==> src/rf_live_table.sv <==
`default_nettype none
`timescale 1ns/100ps

// Live value table
// One bit per register tells which write bank holds the newest value,
// 0 for bank 0 and 1 for bank 1
module rf_live_table #(
  parameter int reg_count = 64
) (
  input  wire                          clka,
  input  wire                          rst,
  input  wire                          wr0,
  input  wire  [$clog2(reg_count)-1:0] wa0,
  input  wire                          wr1,
  input  wire  [$clog2(reg_count)-1:0] wa1,
  output logic [reg_count-1:0]         live
);

  localparam int addr_w = $clog2(reg_count);

  logic [reg_count-1:0] live_nxt;

  // ========================================
  // Next state
  // ========================================

  // Port 1 is checked first so it wins when both ports hit the same register
  // In that case bank 0 still stores port 0's data, but nobody reads it
  always_comb begin
    live_nxt = live;
    for (int r = 0; r < reg_count; r++) begin
      if (wr1 && (wa1 == addr_w'(r))) begin
        live_nxt[r] = 1'b1;
      end else if (wr0 && (wa0 == addr_w'(r))) begin
        live_nxt[r] = 1'b0;
      end
    end
  end

  // ========================================
  // State
  // ========================================

  // After reset every register is served from bank 0
  always_ff @(posedge clka or posedge rst) begin
    if (rst) begin
      live <= '0;
    end else begin
      live <= live_nxt;
    end
  end

endmodule : rf_live_table

`default_nettype wire

==> config.mk <==
export PLATFORM = sky130hd
export DESIGN_NAME = rf_live_table
export DESIGN_NICKNAME = d
export VERILOG_FILES = /design/src/rf_live_table.sv
export SDC_FILE = /design/constraint.sdc
export NUM_CORES = 1
export LEC_CHECK = 0
export ABC_AREA = 1
export BUFFER_PORTS_ARGS = -buffer_cell sky130_fd_sc_hd__clkbuf_2
export CAP_MARGIN = 20
export CORE_MARGIN = 1.5
export CORE_UTILIZATION = 35
export CTS_CLUSTER_SIZE = 14
export DETAILED_ROUTE_END_ITERATION = 6
export HOLD_SLACK_MARGIN = 0.15
export PLACE_DENSITY = 0.66
export SKIP_CTS_REPAIR_TIMING = 1
export SYNTH_ARGS = -nofsm -noshare
export SYNTH_HDL_FRONTEND = slang
export SYNTH_SLANG_ARGS = --single-unit
export TNS_END_PERCENT = 100
==> constraint.sdc <==
create_clock -name clka -period 3.8 [get_ports clka]
set_clock_uncertainty 0.1 [all_clocks]
set_input_delay 0.19 -clock clka [delete_from_list [all_inputs] [get_ports clka]]
set_output_delay 0.19 -clock clka [all_outputs]
set_load 0.005 [all_outputs]
After elaboration in Yosys (flattened, before gate mapping)
Index checks and enable logic that the tools add are counted.
{ "totals": {"ff_bits": 64} }
{ "classes": {"n_eq_ne": 126, "mux": 128, "n_reduce_logical": 194} }
{ "op_table": {"columns": ["operator", "n"], "rows": [
  ["$eq A6 B6 Y1 const B", 64],
  ["$eq A6 B5 Y1 const B", 32],
  ["$logic_and A1 B1 Y1", 128],
  ["$mux W1", 128],
  ["$reduce_bool A2 Y1", 64],
  ["$eq A6 B4 Y1 const B", 16],
  ["$eq A6 B3 Y1 const B", 8],
  ["$eq A6 B2 Y1 const B", 4],
  ["$eq A6 B1 Y1 const B", 2],
  ["$logic_not A6 Y1", 2]
]} }

Longest topological paths before layout
{ "logic_depth": {"word_depth": 4, "depth_mapped": 7} }

Least setup slack after synthesis
Ideal clock, no wire load.
{ "synth_path": {"path_type": "input to register", "start": "input port wa0[4]", "end": "register live[11]", "setup_time_ns": 0.116, "arrival_ns": 0.826, "required_time_ns": 3.584, "slack_ns": 2.758, "cell_stages": 7, "path_cell_list": "inv_1 -> nand2_1 -> nor2_2 -> buf_2 -> nand2_1 -> nand2_1 -> nand2_1"} }
{ "synth_between": {"elab_chain_len": 3} }
{ "synth_lines": {"columns": ["item", "line", "text"], "rows": [
  ["start, declared", "13", "input wire [$clog2(reg_count)-1:0] wa0,"],
  ["$eq A6 B4 Y1", "34", "end else if (wr0 && (wa0 == addr_w'(r))) begin"],
  ["$logic_and A1 B1 Y1", "34", null],
  ["$reduce_bool A2 Y1 (no source line)", null, null],
  ["end signal, assigned", "49", "live <= live_nxt;"],
  ["end, declared", "16", "output logic [reg_count-1:0] live"]
]} }
No other way between the ends.
A chain may end at the register's enable or synchronous reset.

==> impl_metrics.ini <==
[run_status]
outcome = complete, no violations

[global_route]
first_global_vias = 2799
grt_max_degree = 39
overflow = 0
grt_util_all_layers = 0.204
antenna_found_initial = 0
grt_pass1_wl_mm = 13.7

[drt]
num_vias = 2793
routed_wl_mm = 8.24
wl_per_cell_um = 13.8
detail-route-antenna-nets = 0
drt_pass1_iterations = 5
drc = 0
viasPerCell = 4.69
drtIter0Drc = 178

[synthesis]
synth.distinct_cells = 13
synth-edff-count = 0
synth.most_common_cell = nand2_1
netlist.area_leader.share = 0.544
syn_inst = 401
yosys_warnings = 0
synth_nets = 417
netlist_top_cells_area = dfrtp_1 54%, nand2_1 34%, nor2_1 4.3%
syn_area_um2 = 2940
synth_async_sr_flop_share = 1.00
seq_area_frac_synth = 0.544
ys.flop_type = dfrtp_1
syn_area_per_cell_um2 = 7.34
synth.largest_area_cell = dfrtp_1
synthTopCellsByCount = 263 x nand2_1, 64 x dfrtp_1, 34 x nor2_1
yosys_register_bits = 64

[sta]
maxSlewViolCount = 0
period_needed_ps = 1490
min_period_over_period = 0.392
fmax_ghz = 0.672
grt_setup_unrepaired = false
finalSetupViolCount = 0
finalHoldViolCount = 0
tightest_slew_ps = 996
slew_headroom = 0.332
setup_tns_ps = 0

[clocking]
cts_buffers = 9
clkTransAtPathRegs_ps = 70
cts_tree = done
h-tree-depth = 3
cts.sinks = 64
ctsLongestPathBuffers = 2
clk_latency_ps = 340
root_buffer = clkbuf_8

[cells_and_area]
largest_reg_flops = 64
reg_top3 = live (64)
fin_nets = 501
syn2layout_area_growth_pct = 24.4
layout-drive-gt1-share = 0.227
antenna_cells = 0
largest_register = live

[die]
fp-row-count = 33
dieArea_um2 = 8960
die_h_um = 94.7
pin_count = 80
floorplan.initialDensity = 0.360
die_w_um = 94.7
core-area_um2 = 8180

[worst_setup_path]
cp.arrival_ps = 1880
cp.buffers_inverters = 4
worstPathRequired_ps = 4190
slowest_stage = inv_2
critPathLaunchType = primary input
end_kind = async pin
cp_max_fo = 38
crit_type = primary input to async pin
crit_chain = dlygate4sd3_1 -> clkbuf_2 -> inv_2 -> buf_4
cp_slowest_stage_delay_ps = 570
cp_top_family = buffers and inverters

[placed_design]
hpwl_mm = 5.90
globalplace.congestion = 0.758
io_buffers = 79

[hold_path]
hold_path.class = primary input to flop

[run]
maxCapViolCount = 0

[power_and_ir_drop]
power.total_w = 0.00190
vdd_drop_max_v = 0.000234
p_leak_nw = 2.01
power_density_nw_per_um2 = 520
## cells by family (layout without fill, tap and decap cells)
kind of cell,Yosys count,count (layout),share of synthesized area
compound gates,6,6,0.0102
buf+inv,26,115,0.0391
flops,64,64,0.544
simple gates,305,305,0.406
## metrics by stage
step                std cells  hold slack [ps]  utilization  instance area [um^2]  setup slack, ps
floorplan                 401              258            -                  2940             1910
global placement          578              264        0.419                  3430             2250
detailed placement        578              276        0.419                  3430             2250
CTS                       594            -99.0        0.446                  3650             2570
global route              595              184        0.448                  3660             2070
finish                    595              143        0.448                  3660             2310
## cell usage in the layout (no fill, tap or decap), types with 2 or more instances in the layout
master / Yosys / layout
nor2_1: 34 / 34
dfrtp_1: 64 / 64
inv_2: 9 / 10
o21ai_1: 2 / 2
o21ai_0: 4 / 4
clkbuf_8: 0 / 10
clkbuf_2: 0 / 79
bufinv_16: 0 / 2
inv_1: 9 / 8
nand2_1: 263 / 263
nand3_1: 3 / 3
clkinv_2: 0 / 3
nor3_4: 3 / 3
## area by class of cell
cell class / count / area, um^2
tap: 105 / 131
multi-input combinational: 311 / 1220
sequential: 64 / 1600
timing repair buffer: 81 / 413
inverter: 18 / 67.6
clock inverter: 6 / 82.6
fill: 840 / 4520
clock buffer: 10 / 138
## worst register-to-register path, stage by stage (launching register included)
cell	delay, ps
dfrtp_1	390
o21ai_0	80
nand2_1	80
## report_power, final
part           total [W]  leakage (nW)  switching (W)  internal (W)
combinational   0.000348          1.08       0.000197      0.000151
clock           0.000655         0.112       0.000271      0.000384
sequential      0.000898         0.818      0.0000835      0.000814
## per-layer routing
metal | wire length [um] | global-route usage | vias up | part of all wire
li1 | - | - | 1374 | -
met1 | 3630 | 0.261 | 1306 | 0.44
met2 | 3950 | 0.330 | 94 | 0.48
met3 | 478 | 0.0395 | 19 | 0.058
met4 | 180 | 0.0958 | 0 | 0.022
met5 | 0 | 0 | - | 0
## worst paths after layout
| check | startpoint | endpoint | slack, ps | cells after the start |
|---|---|---|---|---|
| max | rst | live[21] | 2310 | 4 |
| min reg2reg | live[51] | live[51] | 370 | 2 |
| min | wa0[4] | live[48] | 140 | 4 |
| max reg2reg | live[44] | live[44] | 3040 | 2 |
| min in group asynchronous | rst | live[44] | 430 | 3 |
| max in group clka | wa1[4] | live[9] | 2590 | 4 |
(Power assumes the default switching activity.)
