## src/rf_arch_pkg.sv

```systemverilog
`default_nettype none

// ========================================
// Architectural register map
// ========================================

package rf_arch_pkg;

  // Hardwired zero register, writes to it are stored but never seen
  parameter int zero_reg = 0;

  // Reads of this register return the program counter of the issue slot
  // that owns the read port
  parameter int pc_alias_reg = 53;

  // ========================================
  // Read port to issue slot mapping
  // ========================================

  // Read ports are grouped in order, so ports 0 and 1 serve slot 0 and
  // ports 2 and 3 serve slot 1
  parameter int ports_per_slot = 2;

endpackage : rf_arch_pkg

`default_nettype wire

```

## src/rf_read_port.sv

```systemverilog
`default_nettype none
`timescale 1ns/100ps

// Read selection for one port
// Everything here is combinational, so the data leaves in the same cycle
// the address arrives
module rf_read_port #(
  parameter int data_width = 64,
  parameter int reg_count = 64
) (
  input  wire  [$clog2(reg_count)-1:0] ra,
  input  wire  [data_width-1:0]        pc,
  input  wire  [reg_count-1:0]         live,
  input  wire                          wr0,
  input  wire  [$clog2(reg_count)-1:0] wa0,
  input  wire  [data_width-1:0]        i0,
  input  wire                          wr1,
  input  wire  [$clog2(reg_count)-1:0] wa1,
  input  wire  [data_width-1:0]        i1,
  input  wire  [data_width-1:0]        bank0,
  input  wire  [data_width-1:0]        bank1,
  output logic [data_width-1:0]        o
);

  localparam int addr_w = $clog2(reg_count);

  // Special register numbers at the width of the address
  localparam logic [addr_w-1:0] zero_addr = addr_w'(rf_arch_pkg::zero_reg);
  localparam logic [addr_w-1:0] pc_addr = addr_w'(rf_arch_pkg::pc_alias_reg);

  logic hit1;
  logic hit0;

  // A same cycle write to the addressed register
  assign hit1 = wr1 && (wa1 == ra);
  assign hit0 = wr0 && (wa0 == ra);

  // ========================================
  // Priority chain
  // ========================================

  // Forwarding hands back the whole write word, byte enables are ignored
  // on this path because the next read after the edge comes from the bank
  always_comb begin
    if (ra == zero_addr) begin
      o = '0;
    end else if (ra == pc_addr) begin
      o = pc;
    end else if (hit1) begin
      o = i1;
    end else if (hit0) begin
      o = i0;
    end else if (live[ra]) begin
      o = bank1;
    end else begin
      o = bank0;
    end
  end

endmodule : rf_read_port

`default_nettype wire

```

## config.mk

```make
export PLATFORM = sky130hd
export DESIGN_NAME = rf_read_port
export DESIGN_NICKNAME = d
export VERILOG_FILES = /design/src/rf_arch_pkg.sv /design/src/rf_read_port.sv
export SDC_FILE = /design/constraint.sdc
export NUM_CORES = 1
export LEC_CHECK = 0
export BUFFER_PORTS_ARGS = -buffer_cell sky130_fd_sc_hd__buf_2
export CORE_AREA = 2 2 181 183
export DETAILED_ROUTE_END_ITERATION = 6
export DIE_AREA = 0 0 183 185
export PLACE_DENSITY = 0.43
export SLEW_MARGIN = 20
export SYNTH_ARGS = -nofsm -noshare
export SYNTH_HDL_FRONTEND = slang
export SYNTH_SLANG_ARGS = --single-unit
```

## constraint.sdc

```tcl
create_clock -name vclk -period 5.6
set_clock_uncertainty 0.15 [all_clocks]
set_input_delay 0.28 -clock vclk [all_inputs]
set_output_delay 0.28 -clock vclk [all_outputs]
set_load 0.05 [all_outputs]
```

-- Word level (Yosys, flattened, before mapping)
Index checks and enable logic that the tools add are counted.
- $lt $le $gt $ge: 1
- equal/unequal tests: 3
- mux-type cells: 7
- reduce and logical (&&, ||, !) cells: 3
- operators by type and width (operator ; count):
    $mux W64 ; 5
    $eq A6 B6 Y1 ; 2
    $lt A6 B7 Y1 const B ; 1
    $bmux W1 S6 ; 1
    $eq A6 B6 Y1 const B ; 1
    $logic_not A6 Y1 ; 1
    $logic_and A1 B1 Y1 ; 2
    $mux W1 ; 1
- flip-flop bits (word level): 0
- input bits: 404
- logic and storage cells: 14

-- Depth between registers and ports, before layout
- word-level depth: 7
- gate-level depth with buffers: 11
- gate-level depth less buffers: 6

-- Worst setup path before layout
No wires, ideal clock.
- path kind: in2out
- start: in ra[1]
- end: out o[13]
- arrival time: 2.668 ns
- data required time: 5.170 ns
- path slack: 2.502 ns
- cell stages on the path: 9
- cells stage by stage: buf_4 > mux4_2 > nor2b_1 > o221a_1 > buf_4 > buf_4 > o31ai_1 > a21o_1 > a21oi_1
- longest elaborated chain between the ends: 7
- ends and longest elaborated chain (item ; line ; source):
    from (decl) ; rf_read_port.sv:11 ; input wire [$clog2(reg_count)-1:0] ra,
    $bmux W1 S6 ; rf_read_port.sv:53 ; end else if (live[ra]) begin
    $mux W1 (not written as such) ; rf_read_port.sv:53 ;
    $mux W64 ; rf_read_port.sv:53 ;
    $mux W64 ; rf_read_port.sv:51 ; end else if (hit0) begin
    $mux W64 ; rf_read_port.sv:49 ; end else if (hit1) begin
    $mux W64 ; rf_read_port.sv:47 ; end else if (ra == pc_addr) begin
    $mux W64 * ; rf_read_port.sv:45 ; if (ra == zero_addr) begin
    to (decl) ; rf_read_port.sv:22 ; output logic [data_width-1:0] o
Mark *: on every way between the ends. The rest lies on a longest branch, timed or not. The select of a mux whose other input is x is not followed.

-- Worst setup path in the final report
- start: in ra[0]
- end: out o[47]
Same word-level chain as after synthesis.

==> flow_metrics.py <==
metrics = {
    "run_status": {
        "status": "finished, violations left",
        "violations": "DRC",
    },
    "synthesis": {
        "netlist_instances": 952,
        "yosys.area_share.simple_pct": 24.30,
        "syn_nets": 1356,
        "yosys.area_share.adder_pct": 0,
        "synthXorXnorAreaFrac_pct": 1.673,
        "seq_area_frac_synth_pct": 0,
        "synth_compound_area_share_pct": 45.55,
        "syn_area_um2": 6282,
        "avgSynthCellArea_um2": 6.599,
        "synth_top_family_by_area": "compound AO/OA/AOI/OAI gates",
        "yosysWarnings": 0,
        "synth_mux_area_share_pct": 15.85,
        "yosysUniqueCellTypes": 46,
    },
    "worst_setup_path": {
        "critPathBufInv": 3,
        "path_max_fanout": 34,
        "slowest_stage": "o221a_2",
        "cpPeakStageDelay_ns": 0.82,
        "critPathArrivalTime_ns": 3.57,
        "criticalPathCategory": "input pin to output port",
        "cp.required_ns": 5.17,
        "worstPathCellList": "buf_2 -> mux4_1 -> nor2_1 -> o221a_2 -> buf_4 -> o31ai_1 -> a21oi_1 -> o21a_1 -> buf_2",
        "path_delay_family": "compound AO/OA/AOI/OAI gates",
        "cp_common_cell": "buf_2",
        "cp-start-kind": "input pin",
        "cp-end-kind": "output port",
    },
    "clock_network": {
        "cts_hold_buf": 0,
        "cts_resized": 0,
        "postCtsSetupRepairBufs": 0,
    },
    "sta": {
        "period_needed_ns": 3.998,
        "tightest_slew_ns": 0.9874,
        "rsz0062_at_grt": "false",
        "setup-tns-final_ns": 0,
        "fin_hold_ws_ns": 0.9008,
        "min_period_over_period_pct": 71.40,
        "fmax_ghz": 0.2501,
        "max_slew_margin_pct": 34.17,
        "final_max_slew_viol_count": 0,
        "setup_viol": 0,
        "hold_violations": 0,
    },
    "routing": {
        "routed_wl_mm": 34.93,
        "drc_errors": 1,
        "vias": 9430,
        "wire_per_inst_um": 20.46,
        "first_iter_violations": 548,
        "via_per_inst": 5.524,
        "drt-pass1-iter-count": 7,
        "drtAntennaViolNets": 0,
    },
    "cells_and_area": {
        "area_growth_pct": 37.04,
        "nClkBuffers": 0,
        "fin_nets": 1703,
        "multi_input_area_um2": 5533,
        "seq_cells": 0,
        "seqCellArea_um2": 0,
        "fillers": 3698,
        "layout-drive-gt1-share_pct": 39.63,
        "final_cell_mix": "buf_2 (467), o31ai_1 (110), a2111oi_0 (92)",
        "mostFrequentLayoutCell": "buf_2",
    },
    "min_path": {
        "min-delay-start": "pc[31]",
        "min_path_cells": 5,
        "hp-class": "input pin to output port",
        "holdPathEnd": "o[31]",
    },
    "global_routing": {
        "grt_pass1_wl_mm": 51.27,
        "grt_pass1_vias": 8922,
        "antenna_found_initial": 3,
        "track_usage_pct": 18.78,
        "grt_max_degree": 159,
        "grt_overflow_total": 0,
    },
    "placement": {
        "portBuffers": 468,
        "dp_hpwl_mm": 25.50,
        "place.gp.congestion": 0.8341,
    },
    "power": {
        "p_leak_uw": 0.004069,
        "powerDensity_nw_per_um2": 122.1,
        "p_total_uw": 1051,
        "peakVddDrop_mv": 0.07359,
    },
    "floorplan": {
        "coreArea_um2": 32040,
        "chipWidth_um": 183,
        "die_y_um": 185,
        "pin_count": 468,
        "initial_utilization_pct": 19.61,
        "die-area_um2": 33860,
        "rows": 66,
    },
    "job": {
        "max-cap-violations": 0,
    },
}
worst max path at each step:
| stage | to | slack [ns] | cells after the start | start |
|---|---|---|---|---|
| final | o[47] | 1.60 | 9 | ra[0] |
| after global routing | o[28] | 1.41 | 9 | ra[0] |
| after CTS | o[35] | 1.59 | 9 | ra[0] |
| after detailed placement | o[35] | 1.60 | 9 | ra[0] |
| after global placement | o[10] | 1.67 | 10 | ra[1] |
| after floorplan | o[13] | 2.50 | 9 | ra[1] |
synthesized netlist by cell type (4+ instances only):
library cell | instances | share of area, %
a21o_1 | 19 | 2.3
mux4_2 | 4 | 1.4
a21oi_2 | 4 | 0.56
mux2i_1 | 80 | 13
nand4_1 | 67 | 6.7
buf_12 | 6 | 1.9
buf_4 | 5 | 0.60
o21a_1 | 47 | 5.6
a2bb2oi_1 | 18 | 2.5
o21ai_0 | 19 | 1.5
xor2_1 | 5 | 0.70
o31ai_1 | 110 | 13
xnor2_1 | 7 | 0.98
nor2_1 | 52 | 3.1
clkbuf_1 | 91 | 5.4
a2111oi_0 | 92 | 13
buf_2 | 31 | 2.5
nand2_1 | 85 | 5.1
buf_6 | 8 | 1.4
mux4_1 | 4 | 1.7
nor3_1 | 66 | 5.3
nand3_1 | 37 | 2.9
a21oi_1 | 61 | 4.9
logic make-up after synthesis:
| kind of cell | after synthesis |
|---|---|
| AOI/OAI and AO/OA | 386 |
| and+or+nand+nor | 317 |
| buffers and inverters | 149 |
| muxes | 88 |
| xor gates and xnor gates | 12 |
power breakdown:
part / leakage [uW] / internal [uW] / switching [uW]
Clock: 0.0000000127 / 0.0000478 / 0
Combinational: 0.00407 / 371 / 680
Sequential: 0 / 0 / 0
area by class of cell:
cell class                 count  share of cell area, %
multi-input combinational    803                  64.26
tap                          408                  5.929
inverter                       2                0.08720
timing repair buffer         492                  29.66
antenna                        2                0.05813
stage by stage:
step	util, %	worst slack (ns)	cells	instance area, um^2
3_5_place_dp	26.85	1.603	1705	8605
3_3_place_gp	26.85	1.667	1705	8605
4_1_cts	26.85	1.591	1705	8605
5_1_grt	26.87	1.410	1707	8610
6_report	26.87	1.602	1707	8610
2_1_floorplan	-	2.502	952	6282
routing by layer:
metal  part of all wire [%]  track usage [%]  vias to the layer above
li1                       -                -                     4501
met1                     41            23.67                     4462
met2                     51            34.48                      427
met3                    5.8            1.730                       40
met4                    2.2            4.256                        0
met5                      0                0                        -
(Power assumes the default switching activity.)
